### src/include/lq_consts.svh
`ifndef LQ_CONSTS_SVH
`define LQ_CONSTS_SVH

// Queue numbering
`define LQ_NUM_QUEUES   8
`define LQ_QUEUE_BITS   3

// Shared pool of entry numbers
`define LQ_NUM_ENTRIES  64
`define LQ_ENTRY_BITS   6

// Holds 0 up to the full pool size
`define LQ_COUNT_BITS   7

// Read latency of the next-entry memory in cycles
`define LQ_LINK_DELAY   2

`endif

### src/verilog/lq_pkg.sv
`include "lq_consts.svh"

package lq_pkg;

  typedef logic [`LQ_QUEUE_BITS-1:0] queue_id_t;
  typedef logic [`LQ_ENTRY_BITS-1:0] entry_id_t;
  typedef logic [`LQ_COUNT_BITS-1:0] count_t;

  typedef enum logic {
    LQ_PUSH = 1'b0,
    LQ_POP  = 1'b1
  } lq_op_e;

  // The entry field of a client command only matters for a push
  typedef struct packed {
    lq_op_e    op;
    queue_id_t queue;
    entry_id_t entry;
  } lq_cmd_t;

  // Pop result
  typedef struct packed {
    entry_id_t entry;
    logic      empty;
  } lq_resp_t;

  // Head and occupancy of the selected queue
  typedef struct packed {
    entry_id_t head;
    count_t    count;
  } queue_state_t;

  // One write into the next-entry memory
  typedef struct packed {
    logic      en;
    entry_id_t addr;
    entry_id_t data;
  } link_wr_t;

endpackage

### src/verilog/lq_link_timer.sv
`timescale 1ns/1ps

`include "lq_consts.svh"

module lq_link_timer #(
  parameter int DELAY = `LQ_LINK_DELAY
) (
  input  logic clk,
  input  logic rst,
  input  logic start,
  output logic done
);

  localparam int CNT_BITS = $clog2(DELAY + 1);

  logic [CNT_BITS-1:0] cnt;
  logic                running;

  // Loaded with DELAY-1 so that done lands DELAY cycles after start
  always_ff @(posedge clk) begin
    if (rst) begin
      running <= 1'b0;
      cnt     <= '0;
    end else if (!running) begin
      if (start) begin
        running <= 1'b1;
        cnt     <= CNT_BITS'(DELAY - 1);
      end
    end else if (cnt == '0) begin
      running <= 1'b0;
    end else begin
      cnt <= cnt - CNT_BITS'(1);
    end
  end

  assign done = running && (cnt == '0);

endmodule

### src/verilog/lq_link_ram.sv
`timescale 1ns/1ps

`include "lq_consts.svh"

module lq_link_ram
  import lq_pkg::*;
(
  input  logic      clk,
  input  link_wr_t  link_wr,
  input  entry_id_t rd_addr,
  output entry_id_t rd_data
);

  // Next entry of each entry number
  entry_id_t mem [`LQ_NUM_ENTRIES];

  // Read address pipeline sets the fixed latency
  entry_id_t rd_pipe [`LQ_LINK_DELAY];

  always_ff @(posedge clk) begin
    if (link_wr.en) begin
      mem[link_wr.addr] <= link_wr.data;
    end
  end

  always_ff @(posedge clk) begin
    rd_pipe[0] <= rd_addr;
    for (int i = 1; i < `LQ_LINK_DELAY; i++) begin
      rd_pipe[i] <= rd_pipe[i-1];
    end
  end

  assign rd_data = mem[rd_pipe[`LQ_LINK_DELAY-1]];

endmodule

### src/verilog/lq_queue_table.sv
`timescale 1ns/1ps

`include "lq_consts.svh"

module lq_queue_table
  import lq_pkg::*;
(
  input  logic         clk,
  input  logic         rst,
  input  queue_id_t    sel_queue,
  input  logic         push_en,
  input  entry_id_t    push_entry,
  input  logic         pop_en,
  input  logic         head_load,
  input  entry_id_t    new_head,
  output queue_state_t state,
  output link_wr_t     link_wr
);

  entry_id_t head  [`LQ_NUM_QUEUES];
  entry_id_t tail  [`LQ_NUM_QUEUES];
  count_t    count [`LQ_NUM_QUEUES];

  entry_id_t sel_tail;
  logic      sel_empty;

  // ~~~~~~~~~~~~~~~~~~~~~~~~~~~~~~~~~~~~~~~~~~~~~~~~~~~~~~~~~~~~~~~~~~~~~~~~~~~~
  // Selected queue view
  // ~~~~~~~~~~~~~~~~~~~~~~~~~~~~~~~~~~~~~~~~~~~~~~~~~~~~~~~~~~~~~~~~~~~~~~~~~~~~

  assign sel_tail    = tail[sel_queue];
  assign sel_empty   = (count[sel_queue] == '0);
  assign state.head  = head[sel_queue];
  assign state.count = count[sel_queue];

  // A pushed entry is chained behind the current tail
  assign link_wr.en   = push_en && !sel_empty;
  assign link_wr.addr = sel_tail;
  assign link_wr.data = push_entry;

  // ~~~~~~~~~~~~~~~~~~~~~~~~~~~~~~~~~~~~~~~~~~~~~~~~~~~~~~~~~~~~~~~~~~~~~~~~~~~~
  // Occupancy
  // ~~~~~~~~~~~~~~~~~~~~~~~~~~~~~~~~~~~~~~~~~~~~~~~~~~~~~~~~~~~~~~~~~~~~~~~~~~~~

  always_ff @(posedge clk) begin
    if (rst) begin
      for (int q = 0; q < `LQ_NUM_QUEUES; q++) begin
        count[q] <= '0;
      end
    end else if (push_en) begin
      count[sel_queue] <= count[sel_queue] + count_t'(1);
    end else if (pop_en) begin
      count[sel_queue] <= count[sel_queue] - count_t'(1);
    end
  end

  // ~~~~~~~~~~~~~~~~~~~~~~~~~~~~~~~~~~~~~~~~~~~~~~~~~~~~~~~~~~~~~~~~~~~~~~~~~~~~
  // Head and tail pointers
  // ~~~~~~~~~~~~~~~~~~~~~~~~~~~~~~~~~~~~~~~~~~~~~~~~~~~~~~~~~~~~~~~~~~~~~~~~~~~~

  always_ff @(posedge clk) begin
    if (push_en) begin
      tail[sel_queue] <= push_entry;
      // First entry of an empty queue is also its head
      if (sel_empty) begin
        head[sel_queue] <= push_entry;
      end
    end
    if (head_load) begin
      head[sel_queue] <= new_head;
    end
  end

endmodule

### src/verilog/lq_ctrl_fsm.sv
`timescale 1ns/1ps

module lq_ctrl_fsm
  import lq_pkg::*;
(
  input  logic         clk,
  input  logic         rst,
  input  logic         req,
  input  lq_cmd_t      cmd,
  output logic         ack,
  output lq_resp_t     resp,
  output queue_id_t    sel_queue,
  output logic         push_en,
  output entry_id_t    push_entry,
  output logic         pop_en,
  output logic         head_load,
  output entry_id_t    new_head,
  input  queue_state_t state,
  output entry_id_t    link_rd_addr,
  input  entry_id_t    link_rd_data,
  output logic         timer_start,
  input  logic         timer_done
);

  typedef enum logic [2:0] {
    ST_IDLE,
    ST_EXEC,
    ST_WAIT_LINK,
    ST_ACK,
    ST_RELEASE
  } fsm_state_e;

  fsm_state_e st;
  lq_cmd_t    cmd_q;
  lq_resp_t   resp_q;
  logic       ack_q;
  logic       is_pop;
  logic       not_empty;
  logic       multi;

  // ~~~~~~~~~~~~~~~~~~~~~~~~~~~~~~~~~~~~~~~~~~~~~~~~~~~~~~~~~~~~~~~~~~~~~~~~~~~~
  // Decode of the latched command against the selected queue state
  // ~~~~~~~~~~~~~~~~~~~~~~~~~~~~~~~~~~~~~~~~~~~~~~~~~~~~~~~~~~~~~~~~~~~~~~~~~~~~

  assign is_pop    = (cmd_q.op == LQ_POP);
  assign not_empty = (state.count != '0);
  // More than one entry left means the successor has to come from the link memory
  assign multi     = (state.count > count_t'(1));

  assign sel_queue  = cmd_q.queue;
  assign push_entry = cmd_q.entry;
  assign push_en    = (st == ST_EXEC) && !is_pop;
  assign pop_en     = (st == ST_EXEC) && is_pop && not_empty;

  // The head is only replaced after the pop, so it stays the read address
  assign link_rd_addr = state.head;
  assign timer_start  = (st == ST_EXEC) && is_pop && multi;

  assign head_load = (st == ST_WAIT_LINK) && timer_done;
  assign new_head  = link_rd_data;

  assign ack  = ack_q;
  assign resp = resp_q;

  // ~~~~~~~~~~~~~~~~~~~~~~~~~~~~~~~~~~~~~~~~~~~~~~~~~~~~~~~~~~~~~~~~~~~~~~~~~~~~
  // Sequencing and four-phase handshake
  // ~~~~~~~~~~~~~~~~~~~~~~~~~~~~~~~~~~~~~~~~~~~~~~~~~~~~~~~~~~~~~~~~~~~~~~~~~~~~

  always_ff @(posedge clk) begin
    if (rst) begin
      st    <= ST_IDLE;
      ack_q <= 1'b0;
    end else begin
      case (st)
        ST_IDLE: begin
          if (req) begin
            st <= ST_EXEC;
          end
        end
        ST_EXEC: begin
          if (is_pop && multi) begin
            st <= ST_WAIT_LINK;
          end else begin
            st <= ST_ACK;
          end
        end
        ST_WAIT_LINK: begin
          if (timer_done) begin
            st <= ST_ACK;
          end
        end
        ST_ACK: begin
          ack_q <= 1'b1;
          // Client holding req keeps us parked here
          if (ack_q && !req) begin
            st <= ST_RELEASE;
          end
        end
        ST_RELEASE: begin
          ack_q <= 1'b0;
          st    <= ST_IDLE;
        end
        default: begin
          st    <= ST_IDLE;
          ack_q <= 1'b0;
        end
      endcase
    end
  end

  // Command and pop result
  always_ff @(posedge clk) begin
    if ((st == ST_IDLE) && req) begin
      cmd_q <= cmd;
    end
    if ((st == ST_EXEC) && is_pop) begin
      resp_q.entry <= state.head;
      resp_q.empty <= !not_empty;
    end
  end

endmodule

### src/verilog/lq_top.sv
`timescale 1ns/1ps

`include "lq_consts.svh"

module lq_top
  import lq_pkg::*;
(
  input  logic     clk,
  input  logic     rst,
  input  logic     req,
  input  lq_cmd_t  cmd,
  output logic     ack,
  output lq_resp_t resp
);

  queue_id_t    sel_queue;
  logic         push_en;
  entry_id_t    push_entry;
  logic         pop_en;
  logic         head_load;
  entry_id_t    new_head;
  queue_state_t q_state;
  entry_id_t    link_rd_addr;
  entry_id_t    link_rd_data;
  link_wr_t     link_wr;
  logic         timer_start;
  logic         timer_done;

  lq_ctrl_fsm i_ctrl (
    .clk          (clk),
    .rst          (rst),
    .req          (req),
    .cmd          (cmd),
    .ack          (ack),
    .resp         (resp),
    .sel_queue    (sel_queue),
    .push_en      (push_en),
    .push_entry   (push_entry),
    .pop_en       (pop_en),
    .head_load    (head_load),
    .new_head     (new_head),
    .state        (q_state),
    .link_rd_addr (link_rd_addr),
    .link_rd_data (link_rd_data),
    .timer_start  (timer_start),
    .timer_done   (timer_done)
  );

  // Runs alongside the link memory read so the FSM knows when data is valid
  lq_link_timer #(
    .DELAY (`LQ_LINK_DELAY)
  ) i_timer (
    .clk   (clk),
    .rst   (rst),
    .start (timer_start),
    .done  (timer_done)
  );

  lq_queue_table i_table (
    .clk        (clk),
    .rst        (rst),
    .sel_queue  (sel_queue),
    .push_en    (push_en),
    .push_entry (push_entry),
    .pop_en     (pop_en),
    .head_load  (head_load),
    .new_head   (new_head),
    .state      (q_state),
    .link_wr    (link_wr)
  );

  lq_link_ram i_link_ram (
    .clk     (clk),
    .link_wr (link_wr),
    .rd_addr (link_rd_addr),
    .rd_data (link_rd_data)
  );

endmodule

### config.mk
export PLATFORM = sky130hd
export DESIGN_NAME = lq_top
export DESIGN_NICKNAME = d
export VERILOG_FILES = /design/src/verilog/lq_pkg.sv /design/src/verilog/lq_link_timer.sv /design/src/verilog/lq_link_ram.sv /design/src/verilog/lq_queue_table.sv /design/src/verilog/lq_ctrl_fsm.sv /design/src/verilog/lq_top.sv
export VERILOG_INCLUDE_DIRS = /design/src /design/src/include
export SDC_FILE = /design/constraint.sdc
export NUM_CORES = 1
export LEC_CHECK = 0
export BUFFER_PORTS_ARGS = -buffer_cell sky130_fd_sc_hd__clkbuf_2
export CORE_MARGIN = 1.5
export CORE_UTILIZATION = 30
export CTS_BUF_LIST = sky130_fd_sc_hd__clkbuf_16
export DETAILED_ROUTE_END_ITERATION = 16
export GPL_TIMING_DRIVEN = 0
export PLACE_DENSITY = 0.53
export SETUP_SLACK_MARGIN = 0.05
export SYNTH_ARGS = -nofsm -noshare
export SYNTH_HDL_FRONTEND = slang
export SYNTH_SLANG_ARGS = --single-unit
### constraint.sdc
create_clock -name clk -period 8.8 [get_ports clk]
set_input_delay 1.76 -clock clk [delete_from_list [all_inputs] [get_ports clk]]
set_output_delay 1.76 -clock clk [all_outputs]
set_load 0.01 [all_outputs]
# Word level (Yosys, flattened, before mapping)
# Memories as Yosys holds them, arrays and structs flattened. A register that Yosys moved wholly into a read port is not among the register bits.
# Cells that the tools add are included.
# classes
addsub	3
magnitude_cmp	1
eq_ne	7
n_mux	37
bitwise_logic	2
reduce_logical	23
# op_table
op	count
two-way mux 1 bit	22
two-way mux 3 bit	7
two-way mux 7 bit	2
one-hot mux 3 bit (4 select lines)	1
logical AND 1 bit	10
adder 7 x 1 -> 7 bit (second input constant)	1
> comparator 7 x 1 -> 1 bit (second input constant)	1
zero test 7 bit	1
nonzero test 7 bit	1
OR reduction 7 bit	1
subtractor 7 x 1 -> 7 bit (second input constant)	1
== test 3 x 2 -> 1 bit (second input constant)	2
two-way mux 2 bit	3
two-way mux 6 bit	1
zero test 1 bit	4
!= test 2 x 1 -> 1 bit (second input constant)	2
!= test 2 bit (second input constant)	2
== test 3 x 1 -> 1 bit (second input constant)	1
zero test 3 bit	1
AND reduction 3 bit	1
OR reduction 3 bit	1
zero test 2 bit	1
OR 1 bit	2
one-hot mux 1 bit (2 select lines)	1
other kinds (3)	3
# totals
register_bits	24
ram_bits	548
output_inout_bits	8
mem_count	5
# memory_table
memory	words	word_bits	rd	rd_ports_with_merged_regs	wr	line_no	rtl
i_link_ram.mem	64	6	1	0	1	lq_link_ram.sv:15	entry_id_t mem [`LQ_NUM_ENTRIES];
i_table.count	8	7	1	1	8	lq_queue_table.sv:22	count_t count [`LQ_NUM_QUEUES];
i_table.head	8	6	1	1	1	lq_queue_table.sv:20	entry_id_t head [`LQ_NUM_QUEUES];
i_table.tail	8	6	1	1	1	lq_queue_table.sv:21	entry_id_t tail [`LQ_NUM_QUEUES];
i_link_ram.rd_pipe	2	6	2	0	2	lq_link_ram.sv:18	entry_id_t rd_pipe [`LQ_LINK_DELAY];

# Logic depth before layout (Yosys ltp)
# Gate-level depths: netlist of run 1.
# depth
depth_word	10
mapped_depth	13

# Hierarchy
# From an unflattened synthesis of run 1, not the netlist that was laid out.
# unflattened
hier_cells	1283
area_unflattened_um2	23148.5
# modules_own_cells
mod	n_inst	cells_each	area_per_inst_um2
lq_link_ram	1	726	15351.0
lq_queue_table	1	484	6821.5
lq_ctrl_fsm	1	57	833.3
lq_link_timer	1	16	142.6

# Least setup slack after synthesis of run 1
# No wires, ideal clock.
# synth_path
kind	input -> register
start	in req
end	reg with a tool-made name
setup_time_ps	121
arrival_ps	3360
required_ps	8679
setup_slack_ps	5319
stages	3
path_cell_list	nor2b_1 nor3b_1 mux2_2
# synth_lines
item	line_no	rtl
from (decl)	lq_top.sv:10	input logic req,

==> results of run 1 <==
## per-layer routing
| layer | vias up | track usage (%) | wire length, um |
|---|---|---|---|
| met5 | - | 0 | 11 |
| met4 | 2 | 3.80 | 1190 |
| met3 | 76 | 2.58 | 2890 |
| met2 | 312 | 21.5 | 24600 |
| met1 | 5746 | 18.6 | 23100 |
| li1 | 4791 | - | - |
## cell type report
class / count / area (sq um)
Clock buffer: 59 / 1480
Fill cell: 6959 / 49100
Antenna cell: 1 / 2.50
Timing Repair Buffer: 37 / 539
Multi-Input combinational cell: 488 / 5550
Tap cell: 978 / 1220
Sequential cell: 575 / 17000
Clock inverter: 48 / 433
Inverter: 6 / 22.5
Buffer: 56 / 251
## synth_stat cells (all sizes together) (2+ instances only)
cell type | instances | share of area [%]
nand2b | 15 | 0.41
or4 | 2 | 0.082
nand2 | 28 | 0.46
o31ai | 3 | 0.098
mux2 | 17 | 0.84
nor3 | 14 | 0.50
a211oi | 2 | 0.066
edfxtp | 553 | 73
dfxtp | 22 | 1.9
or3b | 3 | 0.11
nor4 | 2 | 0.055
nand3b | 3 | 0.098
mux4 | 158 | 16
or3 | 4 | 0.11
o22ai | 2 | 0.055
inv | 6 | 0.098
o21ai | 11 | 0.24
and4 | 2 | 0.077
ha | 5 | 0.27
nand3 | 5 | 0.16
clkbuf | 33 | 0.54
and2 | 2 | 0.055
nor2 | 131 | 2.2
nor3b | 3 | 0.098
mux2i | 25 | 1.3
or2 | 2 | 0.055
a21oi | 30 | 0.72
and3 | 2 | 0.077
buf | 23 | 0.56
nor2b | 4 | 0.11
## flip-flops by register name, indices dropped and copies added (netlist names), named ones only
name,count
i_link_ram.mem,384
i_table.count,56
i_table.head,48
i_table.tail,48
i_link_ram.rd_pipe,12
i_ctrl.resp,7
i_ctrl.push_entry,6
i_ctrl.sel_queue,3
i_ctrl.st,3
i_timer.cnt,2
i_ctrl.ack,1
i_ctrl.is_pop,1
i_timer.running,1
## stage by stage
step	setup WS (ps)	total power [W]	util, %
finish	4400	0.00639	35.1
floorplan	5320	0.00369	-
global route	4280	0.00660	35.1
detailed placement	4390	0.00400	32.5
CTS	4340	0.00646	35.1
global placement	4470	0.00397	32.0
## worst max-delay path by stage
stage	endpoint	cells after the start
floorplan	register	3
global placement	i_link_ram.mem[59][2]$_DFFE_PP_	9
detailed placement	i_link_ram.mem[59][0]$_DFFE_PP_	9
CTS	i_link_ram.mem[59][0]$_DFFE_PP_	9
global route	i_link_ram.mem[43][5]$_DFFE_PP_	9
finish	i_link_ram.mem[59][2]$_DFFE_PP_	9
## critical path: stages, from the launching register on
cell	delay, ps
dfxtp_1	420
buf_2	330
buf_2	370
mux4_2	280
mux2i_2	130
ha_1	240
and3_1	200
a211oi_1	630
nand2_1	660
nor2_1	710
## logic make-up after synthesis
logic type                 after synthesis  share of synthesized area (%)
AOI/OAI and AO/OA                       57                           1.55
xor gates and xnor gates                 1                         0.0383
adders and majority gates                5                          0.274
buffers and inverters                   62                           1.20
DFF                                    575                           74.5
muxes                                  200                           17.7
and+or+nand+nor                        225                           4.74
## where the power goes
part           total, W  leakage [nW]  internal [W]  switching [W]
clock network   0.00246         0.969       0.00142        0.00104
logic          0.000852          2.08      0.000366       0.000486
registers       0.00308          5.24       0.00306      0.0000217
total           0.00639          8.28       0.00484        0.00155
==> metrics.txt, run 1 <==
DR vias 10,900; antenna-violating nets left 0; Synth cell types 55; CTS clock-pin slew for the worst setup and hold paths 60 ps; Worst-Skew Late Latency 630 ps; dpl cell area 0.0246 sq mm; worst-case vdd ir drop 0.150 mV; Fin Clk Skew 47.7 ps; I/O Buffers 20; Final Net Count 1,239; Req. time, crit path 9020 ps; outcome finished, final reports clean; setup violators final 0; vias per cell 4.86; Clock H-tree levels 2; Rel. slew slack 32.6%; Startpoint Class register; WHS Endpoint i_link_ram.rd_pipe[0][6]$_DFF_P_; P_leak 8.28 nW; CP Max Fanout 10; clock root cell clkbuf_16; die area 0.0779 sq mm; critical path class register to register; RSZ-0062 raised after global routing false; register area share after synthesis 74.5%; f_max 0.227 GHz; clk buf depth 3; leading cell types in the layout, fill and taps excluded edfxtp_1 (553), mux4_2 (158), nor2_1 (131), clkbuf_16 (59), clkbuf_1 (33); number of synthesized flops with an enable pin 553; area growth from synthesis to layout 16.1%; cell area after layout 0.0265 sq mm; Die Span X 279 um; wire length per cell 23.0 um; gr usage total 13.4%; Post-synth ARST share 0%; die height 279 um; final hold viol count 0; Num CTS Buffers 57; Finished Layout Cells 2,248; Syn Inst Count 1,125; vias in the first global route 11,500; initial antenna violation count 2; WL final 51,800 um; R2R cell count 9; dpl hpwl 35,000 um; synth warn 0; most common cell after layout, fill and taps aside edfxtp_1; actual slew at the worst max-slew pin 1010 ps; Hold Buf Count CTS 0; WP data arrival 4620 ps; max cap viols 0; Detailed Route Iter0 Violations 1,017; Hold Startpoint i_link_ram.rd_pipe[0][0]$_DFF_P_; CP Capture Type register; first-pass GRT wire length 76,700 um; row cnt 101; CTS tree yes; synthesized flop and latch total 575; reg-to-reg endpoint i_link_ram.mem[59][2]$_DFFE_PP_; Post-CTS Setup Bufs 0; dpl cells 2,140; core area 0.0757 sq mm; Hold Slack 323 ps; Period Utilization, post-route 50.0%; Period minus WS final 4400 ps; setup_tns 0 ps; Syn Nets 1,143; pwr dens 241 mW/mm^2; worst hold path type register to register; Synth Flop Type edfxtp_1; drt pass-1 iters 5; Mean Syn Cell Area 20.3 sq um; largest net degree at the start of global routing 33; Sink Count 575; R2R Setup Slk 4400 ps; fraction of layout cells with a size suffix above 1 26.5%; initial core utilization 30.2%; PostCTS Resize Cnt 0; Syn Std Cell Area 0.0229 sq mm; gr ovfl total 0; DRC viols 0; worst hold stages 0; GP Congestion 0.759; Slew Limit Fails 0; I/O pins 21
Power figures use the tool's default switching activity.
==> run 2, diff against run 1 <==
PLACE_DENSITY = 0.54   (was 0.53)
clock period = 3.8 ns   (was 8.8 ns; I/O delays follow)
==> metrics.txt, run 2 (same netlist as run 1, synthesis figures left out) <==
outcome finished, final reports clean; Hold Buf Count CTS 0 (unchanged); critical path class register to register; worst hold path type input port to register; Clock H-tree levels 2 (unchanged); fillers 6,970 (+0.16%); dpl hpwl 34,900 um (-0.22%); P_leak 8.32 nW (+0.52%); GP Congestion 0.779 (+2.6%); gr usage total 13.5% (+0.092 points); CTS clock-pin slew for the worst setup and hold paths 60 ps (about the same); CP Capture Type register; vias per cell 4.89 (+0.63%); Die Span X 279 um (unchanged); vias in the first global route 11,600 (+0.86%); drt pass-1 iters 8 (+3); CP Max Fanout 10 (unchanged); Detailed Route Iter0 Violations 926 (-8.9%); max incr delay on CP 500 ps (-210 ps); area growth from synthesis to layout 17.2%; Fin Clk Skew 32.9 ps (-14.9 ps); Finished Layout Cells 2,243 (-0.22%); row cnt 101 (unchanged); dpl cell area 0.0246 sq mm (-0.21%); cell area after layout 0.0268 sq mm (+0.94%); Largest register FFs 384 (unchanged); most common cell after layout, fill and taps aside edfxtp_1; RSZ-0062 raised after global routing true; die area 0.0779 sq mm (unchanged); Worst-Skew Late Latency 630 ps (about the same); Largest regs i_link_ram.mem x384, i_table.count x56; leading cell types in the layout, fill and taps excluded edfxtp_1 (553), mux4_2 (158), nor2_1 (69), clkbuf_16 (58), nor2_2 (46); worst-case vdd ir drop 0.346 mV (+130%); die height 279 um (unchanged); Period Utilization, post-route 99.4% (+49 points); DRC viols 0 (unchanged); antenna-violating nets left 0 (unchanged); initial core utilization 30.2% (unchanged); DR vias 11,000 (+0.40%); CTS tree yes; final hold viol count 0 (unchanged); first-pass GRT wire length 77,600 um (+1.3%); I/O pins 21 (unchanged); wire length per cell 23.1 um (+0.29%); dpl cells 2,139 (-0.047%); Rel. slew slack 30.5% (-2.0 points); Slew Limit Fails 0 (unchanged); fraction of layout cells with a size suffix above 1 33.5% (+7.1 points); setup violators final 0 (unchanged); Period minus WS final 3780 ps (-624 ps); Num CTS Buffers 58 (+1.8%); core area 0.0757 sq mm (unchanged); WP data arrival 4050 ps (-570 ps); f_max 0.265 GHz (+17%); clk buf depth 3 (unchanged); I/O Buffers 20 (unchanged); Final Net Count 1,240 (+0.081%); WL final 51,800 um (about the same); Sink Count 575 (unchanged); clock root cell clkbuf_16; crit-path cells buf_2, buf_2, mux4_2, mux2i_2, ha_1, and3_1, a211oi_4, nand2_2, nor2_2; Crit path max-delay family simple AND/OR/NAND/NOR gates; Biggest register i_link_ram.mem; CP most frequent cell buf_2; Req. time, crit path 4070 ps (-4950 ps); CP max-delay cell a211oi_4; actual slew at the worst max-slew pin 1040 ps (+30.6 ps); gr ovfl total 0 (unchanged); pwr dens 548 mW/mm^2 (+130%); crit path buf inv count 2 (unchanged); largest net degree at the start of global routing 31 (-6.1%); max cap viols 0 (unchanged); Startpoint Class register; initial antenna violation count 1 (-1)
[run 2: cell types whose count changed in the layout (fill, tap and decap cells not counted), sizes merged]
cell           previous run  this run
buf                      40        32
bufinv                    7         5
clkbuf                  112       115
clkdlybuf4s15             0         3
clkdlybuf4s18             0         1
clkinv                   23        22
clkinvlp                  5         0
inv                      19        23
[run 2: worst paths after layout]
check | start | to | slack, ps | cells past startpoint
worst min-delay path | cmd[9] | i_ctrl.is_pop$_DFFE_PP_ | 320 | 1
worst max-delay path | register | i_link_ram.mem[47][4]$_DFFE_PP_ | 20 | 9
worst min register to register | i_link_ram.rd_pipe[0][4]$_DFF_P_ | i_link_ram.rd_pipe[0][10]$_DFF_P_ | 330 | 0
worst max register to register | register | i_link_ram.mem[47][4]$_DFFE_PP_ | 20 | 9
[run 2: layout make-up]
type	count	area, sq um	share of cell area, %
sequential	575	17000	63.6
multi-input combinational	488	5880	22.0
clock buffer	58	1450	5.42
tap	978	1220	4.57
timing repair buffer	38	502	1.87
clock inverter	44	360	1.34
buffer	55	303	1.13
inverter	6	22.5	0.0840
antenna	1	2.50	0.00934
[run 2: metrics by stage]
step	setup slack [ps]	setup TNS (ps)	hold slack [ps]	utilization [%]	total power, W
2_1_floorplan	806	0	310	-	0.00856
3_3_place_gp	-597	-113230	313	32.0	0.00920
3_5_place_dp	-592	-113740	314	32.5	0.00927
4_1_cts	-99.2	-4300	293	35.2	0.0148
5_1_grt	-138	-7120	292	35.4	0.0152
6_report	23.9	0	317	35.4	0.0147
[run 2: per-layer routing]
metal / wire length [um] / vias to the layer above / GRT usage (%)
met5: 0 / - / 0
met4: 1000 / 0 / 3.54
met3: 2420 / 66 / 2.36
met2: 24700 / 244 / 21.7
met1: 23700 / 5851 / 19.0
li1: - / 4810 / -
[run 2: repair_timing]
item | CTS | global route
gates resized for setup | 72 | 67
buffers inserted | 2 | 0
pin swaps | 2 | 0
setup endpoints to repair | 378 | 540
[run 2: power by group]
group          switching [W]  internal, W  leakage (nW)
clock                0.00239      0.00310         0.944
sequential         0.0000592      0.00708          5.24
combinational        0.00118     0.000868          2.14
total                0.00362       0.0110          8.32
==> run 3, diff against run 2 <==
--- a/config.mk
+++ b/config.mk
@@ -7,11 +7,12 @@
 export NUM_CORES = 1
 export LEC_CHECK = 0
+export ABC_AREA = 1
 export BUFFER_PORTS_ARGS = -buffer_cell sky130_fd_sc_hd__clkbuf_2
 export CORE_MARGIN = 1.5
-export CORE_UTILIZATION = 30
+export CORE_UTILIZATION = 57
 export CTS_BUF_LIST = sky130_fd_sc_hd__clkbuf_16
 export DETAILED_ROUTE_END_ITERATION = 16
 export GPL_TIMING_DRIVEN = 0
-export PLACE_DENSITY = 0.54
+export PLACE_DENSITY = 0.85
 export SETUP_SLACK_MARGIN = 0.05
 export SYNTH_ARGS = -nofsm -noshare
==> constraint.sdc (replaced) <==
create_clock -name clk -period 3.8 [get_ports clk]
set_input_delay 0.57 -clock clk [delete_from_list [all_inputs] [get_ports clk]]
set_output_delay 0.57 -clock clk [all_outputs]
set_load 0.01 [all_outputs]
==> metrics.txt, run 3 <==
Worst path depth 11 (+2); vias in the first global route 17,200 (+48%); crit-path cells inv_2, buf_2, nand3_1, nand3_1, nand2_1, ha_1, nand3_2, nor2_1, nor2_4, nand4_2, nor2_1; drt pass-1 iters 7 (-1); clk buf depth 3 (unchanged); Final Net Count 2,255 (+82%); clock root cell clkbuf_16; simple-gate share of the synthesized area 19.6% (+15 points); crit path buf inv count 2 (unchanged); Fin Clk Skew 30.6 ps (-2.26 ps); Sink Count 575 (unchanged); DR vias 17,500 (+60%); Syn Std Cell Area 0.0240 sq mm (+5.1%); Period minus WS final 3780 ps (-0.789 ps); row cnt 75 (-26%); R2R Setup Slk 20 ps (about the same); most common cell in the netlist edfxtp_1; Synth Flop Type edfxtp_1; Worst-Skew Late Latency 630 ps (about the same); synthesized flop and latch total 575 (unchanged); pwr dens 774 mW/mm^2 (+41%); Synth Area in Adders 0.260% (-0.013 points); Die Span X 208 um (-25%); Synth cell types 34 (-38%); max cap viols 0 (unchanged); actual slew at the worst max-slew pin 1130 ps (+92.2 ps); Hold Buf Count CTS 0 (unchanged); wire length per cell 22.5 um (-2.8%); Int Pwr 0.0125 W (+13%); main combinational cell family by area after synthesis simple AND/OR/NAND/NOR gates; Req. time, crit path 4040 ps (-30 ps); WP data arrival 4010 ps (-40 ps); PostCTS Resize Cnt 0 (-100%); Detailed Route Iter0 Violations 2,532 (+170%); I/O Buffers 20 (unchanged); initial antenna violation count 0 (-1); final hold viol count 0 (unchanged); Num CTS Buffers 53 (-8.6%); GP Congestion 0.950 (+22%); Logic pwr share 37.2% (+23 points); worst-case vdd ir drop 0.626 mV (+81%); register area share after synthesis 71.0% (-3.6 points); P_sw 0.00835 W (+130%); largest net degree at the start of global routing 33 (+6.5%); CTS clock-pin slew for the worst setup and hold paths 70 ps (about the same); clock share of power 25.6% (-12 points); CTS tree yes; Syn Nets 2,166 (+90%); Synth Area in Compound Gates 4.62% (+3.1 points); Post-synth top cells edfxtp_1 (553), nand2_1 (517), nand3_1 (317), nor2_1 (232), inv_1 (132); outcome finished, final reports clean; Seq pwr share 37.2% (-12 points); synth warn 0 (unchanged); RSZ-0062 raised after global routing true; worst hold stages 1 (unchanged); area growth from synthesis to layout 12.1%; WL final 63,300 um (+22%); dpl cells 2,721 (+27%); switching part of the total power 40.0% (+15 points); R2R cell count 11 (+2); Biggest register i_link_ram.mem; Slew Limit Fails 0 (unchanged); die area 0.0434 sq mm (-44%); Rel. slew slack 24.1% (-6.4 points); top post-synthesis cells by area edfxtp_1 (69%), nand2_1 (8.1%), nand3_1 (6.6%); xor/xnor share of the synthesized area 0.214% (+0.18 points); dpl hpwl 43,200 um (+24%); antenna-violating nets left 0 (unchanged); core area 0.0418 sq mm (-45%); Crit path max-delay family simple AND/OR/NAND/NOR gates; most common cell after layout, fill and taps aside edfxtp_1; setup violators final 0 (unchanged); DRC viols 0 (unchanged); I/O pins 21 (unchanged); f_max 0.265 GHz (about the same); first-pass GRT wire length 95,900 um (+23%); CP max-delay cell nor2_1; Startpoint Class register; setup_tns 0 ps (unchanged); CP Capture Type register; die height 208 um (-25%); critical path class register to register; Syn Inst Count 2,148 (+91%); P_leak 10.0 nW (+21%); leading cell types in the layout, fill and taps excluded edfxtp_1 (553), nand2_1 (517), nand3_1 (317), nor2_1 (214), inv_1 (142); fraction of layout cells with a size suffix above 1 8.47% (-25 points); gr ovfl total 0 (unchanged); gr usage total 29.2% (+16 points); CP Max Fanout 10 (unchanged); Largest regs i_link_ram.mem x384, i_table.count x56; Period Utilization, post-route 99.4% (about the same); Finished Layout Cells 2,818 (+26%); number of synthesized flops with an enable pin 553 (unchanged); worst hold path type input port to register; Mean Syn Cell Area 11.2 sq um (-45%); top-area cell type share of the netlist area 69.1% (-3.5 points); Post-synth ARST share 0% (unchanged); post-synthesis mux area share 0% (-18 points); Antenna Cells 0 (-1); initial core utilization 57.5% (+27 points); Clock H-tree levels 2 (unchanged); Largest register FFs 384 (unchanged); Post-CTS Setup Bufs 0 (-2); vias per cell 6.21 (+27%); max incr delay on CP 680 ps (+180 ps); most area-hungry cell type in the Yosys netlist edfxtp_1
run 3: changes by cell type after synthesis, moves of 40 or more:
cell	before	now
nand2_1	28	517
nand3_1	4	317
mux4_2	158	0
inv_1	6	132
nor2_1	131	232
o21ai_0	9	105
clkbuf_1	33	73
run 3: cell families after synthesis:
| group | count (synthesis) |
|---|---|
| AND/OR/NAND/NOR | 1101 |
| flip-flops | 575 |
| buffers and inverters | 254 |
| AO/OA/AOI/OAI | 208 |
| XOR/XNOR | 5 |
| adder cells (fa/ha/maj) | 5 |
run 3: final timing paths:
path,from,end
max reg2reg,register,i_link_ram.mem[59][2]$_DFFE_PP_
min reg2reg,i_link_ram.rd_pipe[0][2]$_DFF_P_,i_link_ram.rd_pipe[0][8]$_DFF_P_
min,cmd[2],i_ctrl.push_entry[2]$_DFFE_PP_
max,register,i_link_ram.mem[59][2]$_DFFE_PP_
run 3: per-stage QoR:
stage               util [%]  setup slack, ps  power, W  hold slack, ps  area (sq um)
floorplan                  -             1280    0.0125             310         24000
global placement        59.4              307    0.0147             312         24800
detailed placement      60.3              222    0.0152             313         25200
CTS                     64.4              145    0.0205             104         26900
global route            64.5            -31.5    0.0216             109         26900
finish                  64.5             24.7    0.0209             116         26900
run 3: worst reg2reg max path: stages, from the launching register on:
cell	delay [ps]
dfxtp_1	400
inv_2	220
buf_2	280
nand3_1	130
nand3_1	100
nand2_1	220
ha_1	280
nand3_2	100
nor2_1	140
nor2_4	300
nand4_2	520
nor2_1	690
run 3: routing by layer:
metal  GRT usage, %  wire, um
met3           7.18      8030
met1           37.1     22000
met2           48.1     30500
met4           12.7      2720
met5              0         0
run 3: cell type report:
| class | instances | area [sq um] |
|---|---|---|
| clock buffers | 54 | 1350 |
| multi-input cells | 1319 | 5980 |
| plain buffers | 110 | 499 |
| flip-flops and latches | 575 | 17000 |
| clock inverters | 43 | 382 |
| well taps | 539 | 674 |
| fillers | 2790 | 14800 |
| repair buffers | 34 | 460 |
| inverters | 144 | 541 |
run 3: power groups by stage:
stage               Combinational, W  Clock (W)  Sequential (W)
finish                       0.00776    0.00533         0.00776
CTS                          0.00742    0.00532         0.00775
global route                 0.00826    0.00554         0.00778
detailed placement           0.00730          0         0.00788
floorplan                    0.00456          0         0.00789
global placement             0.00664          0         0.00810
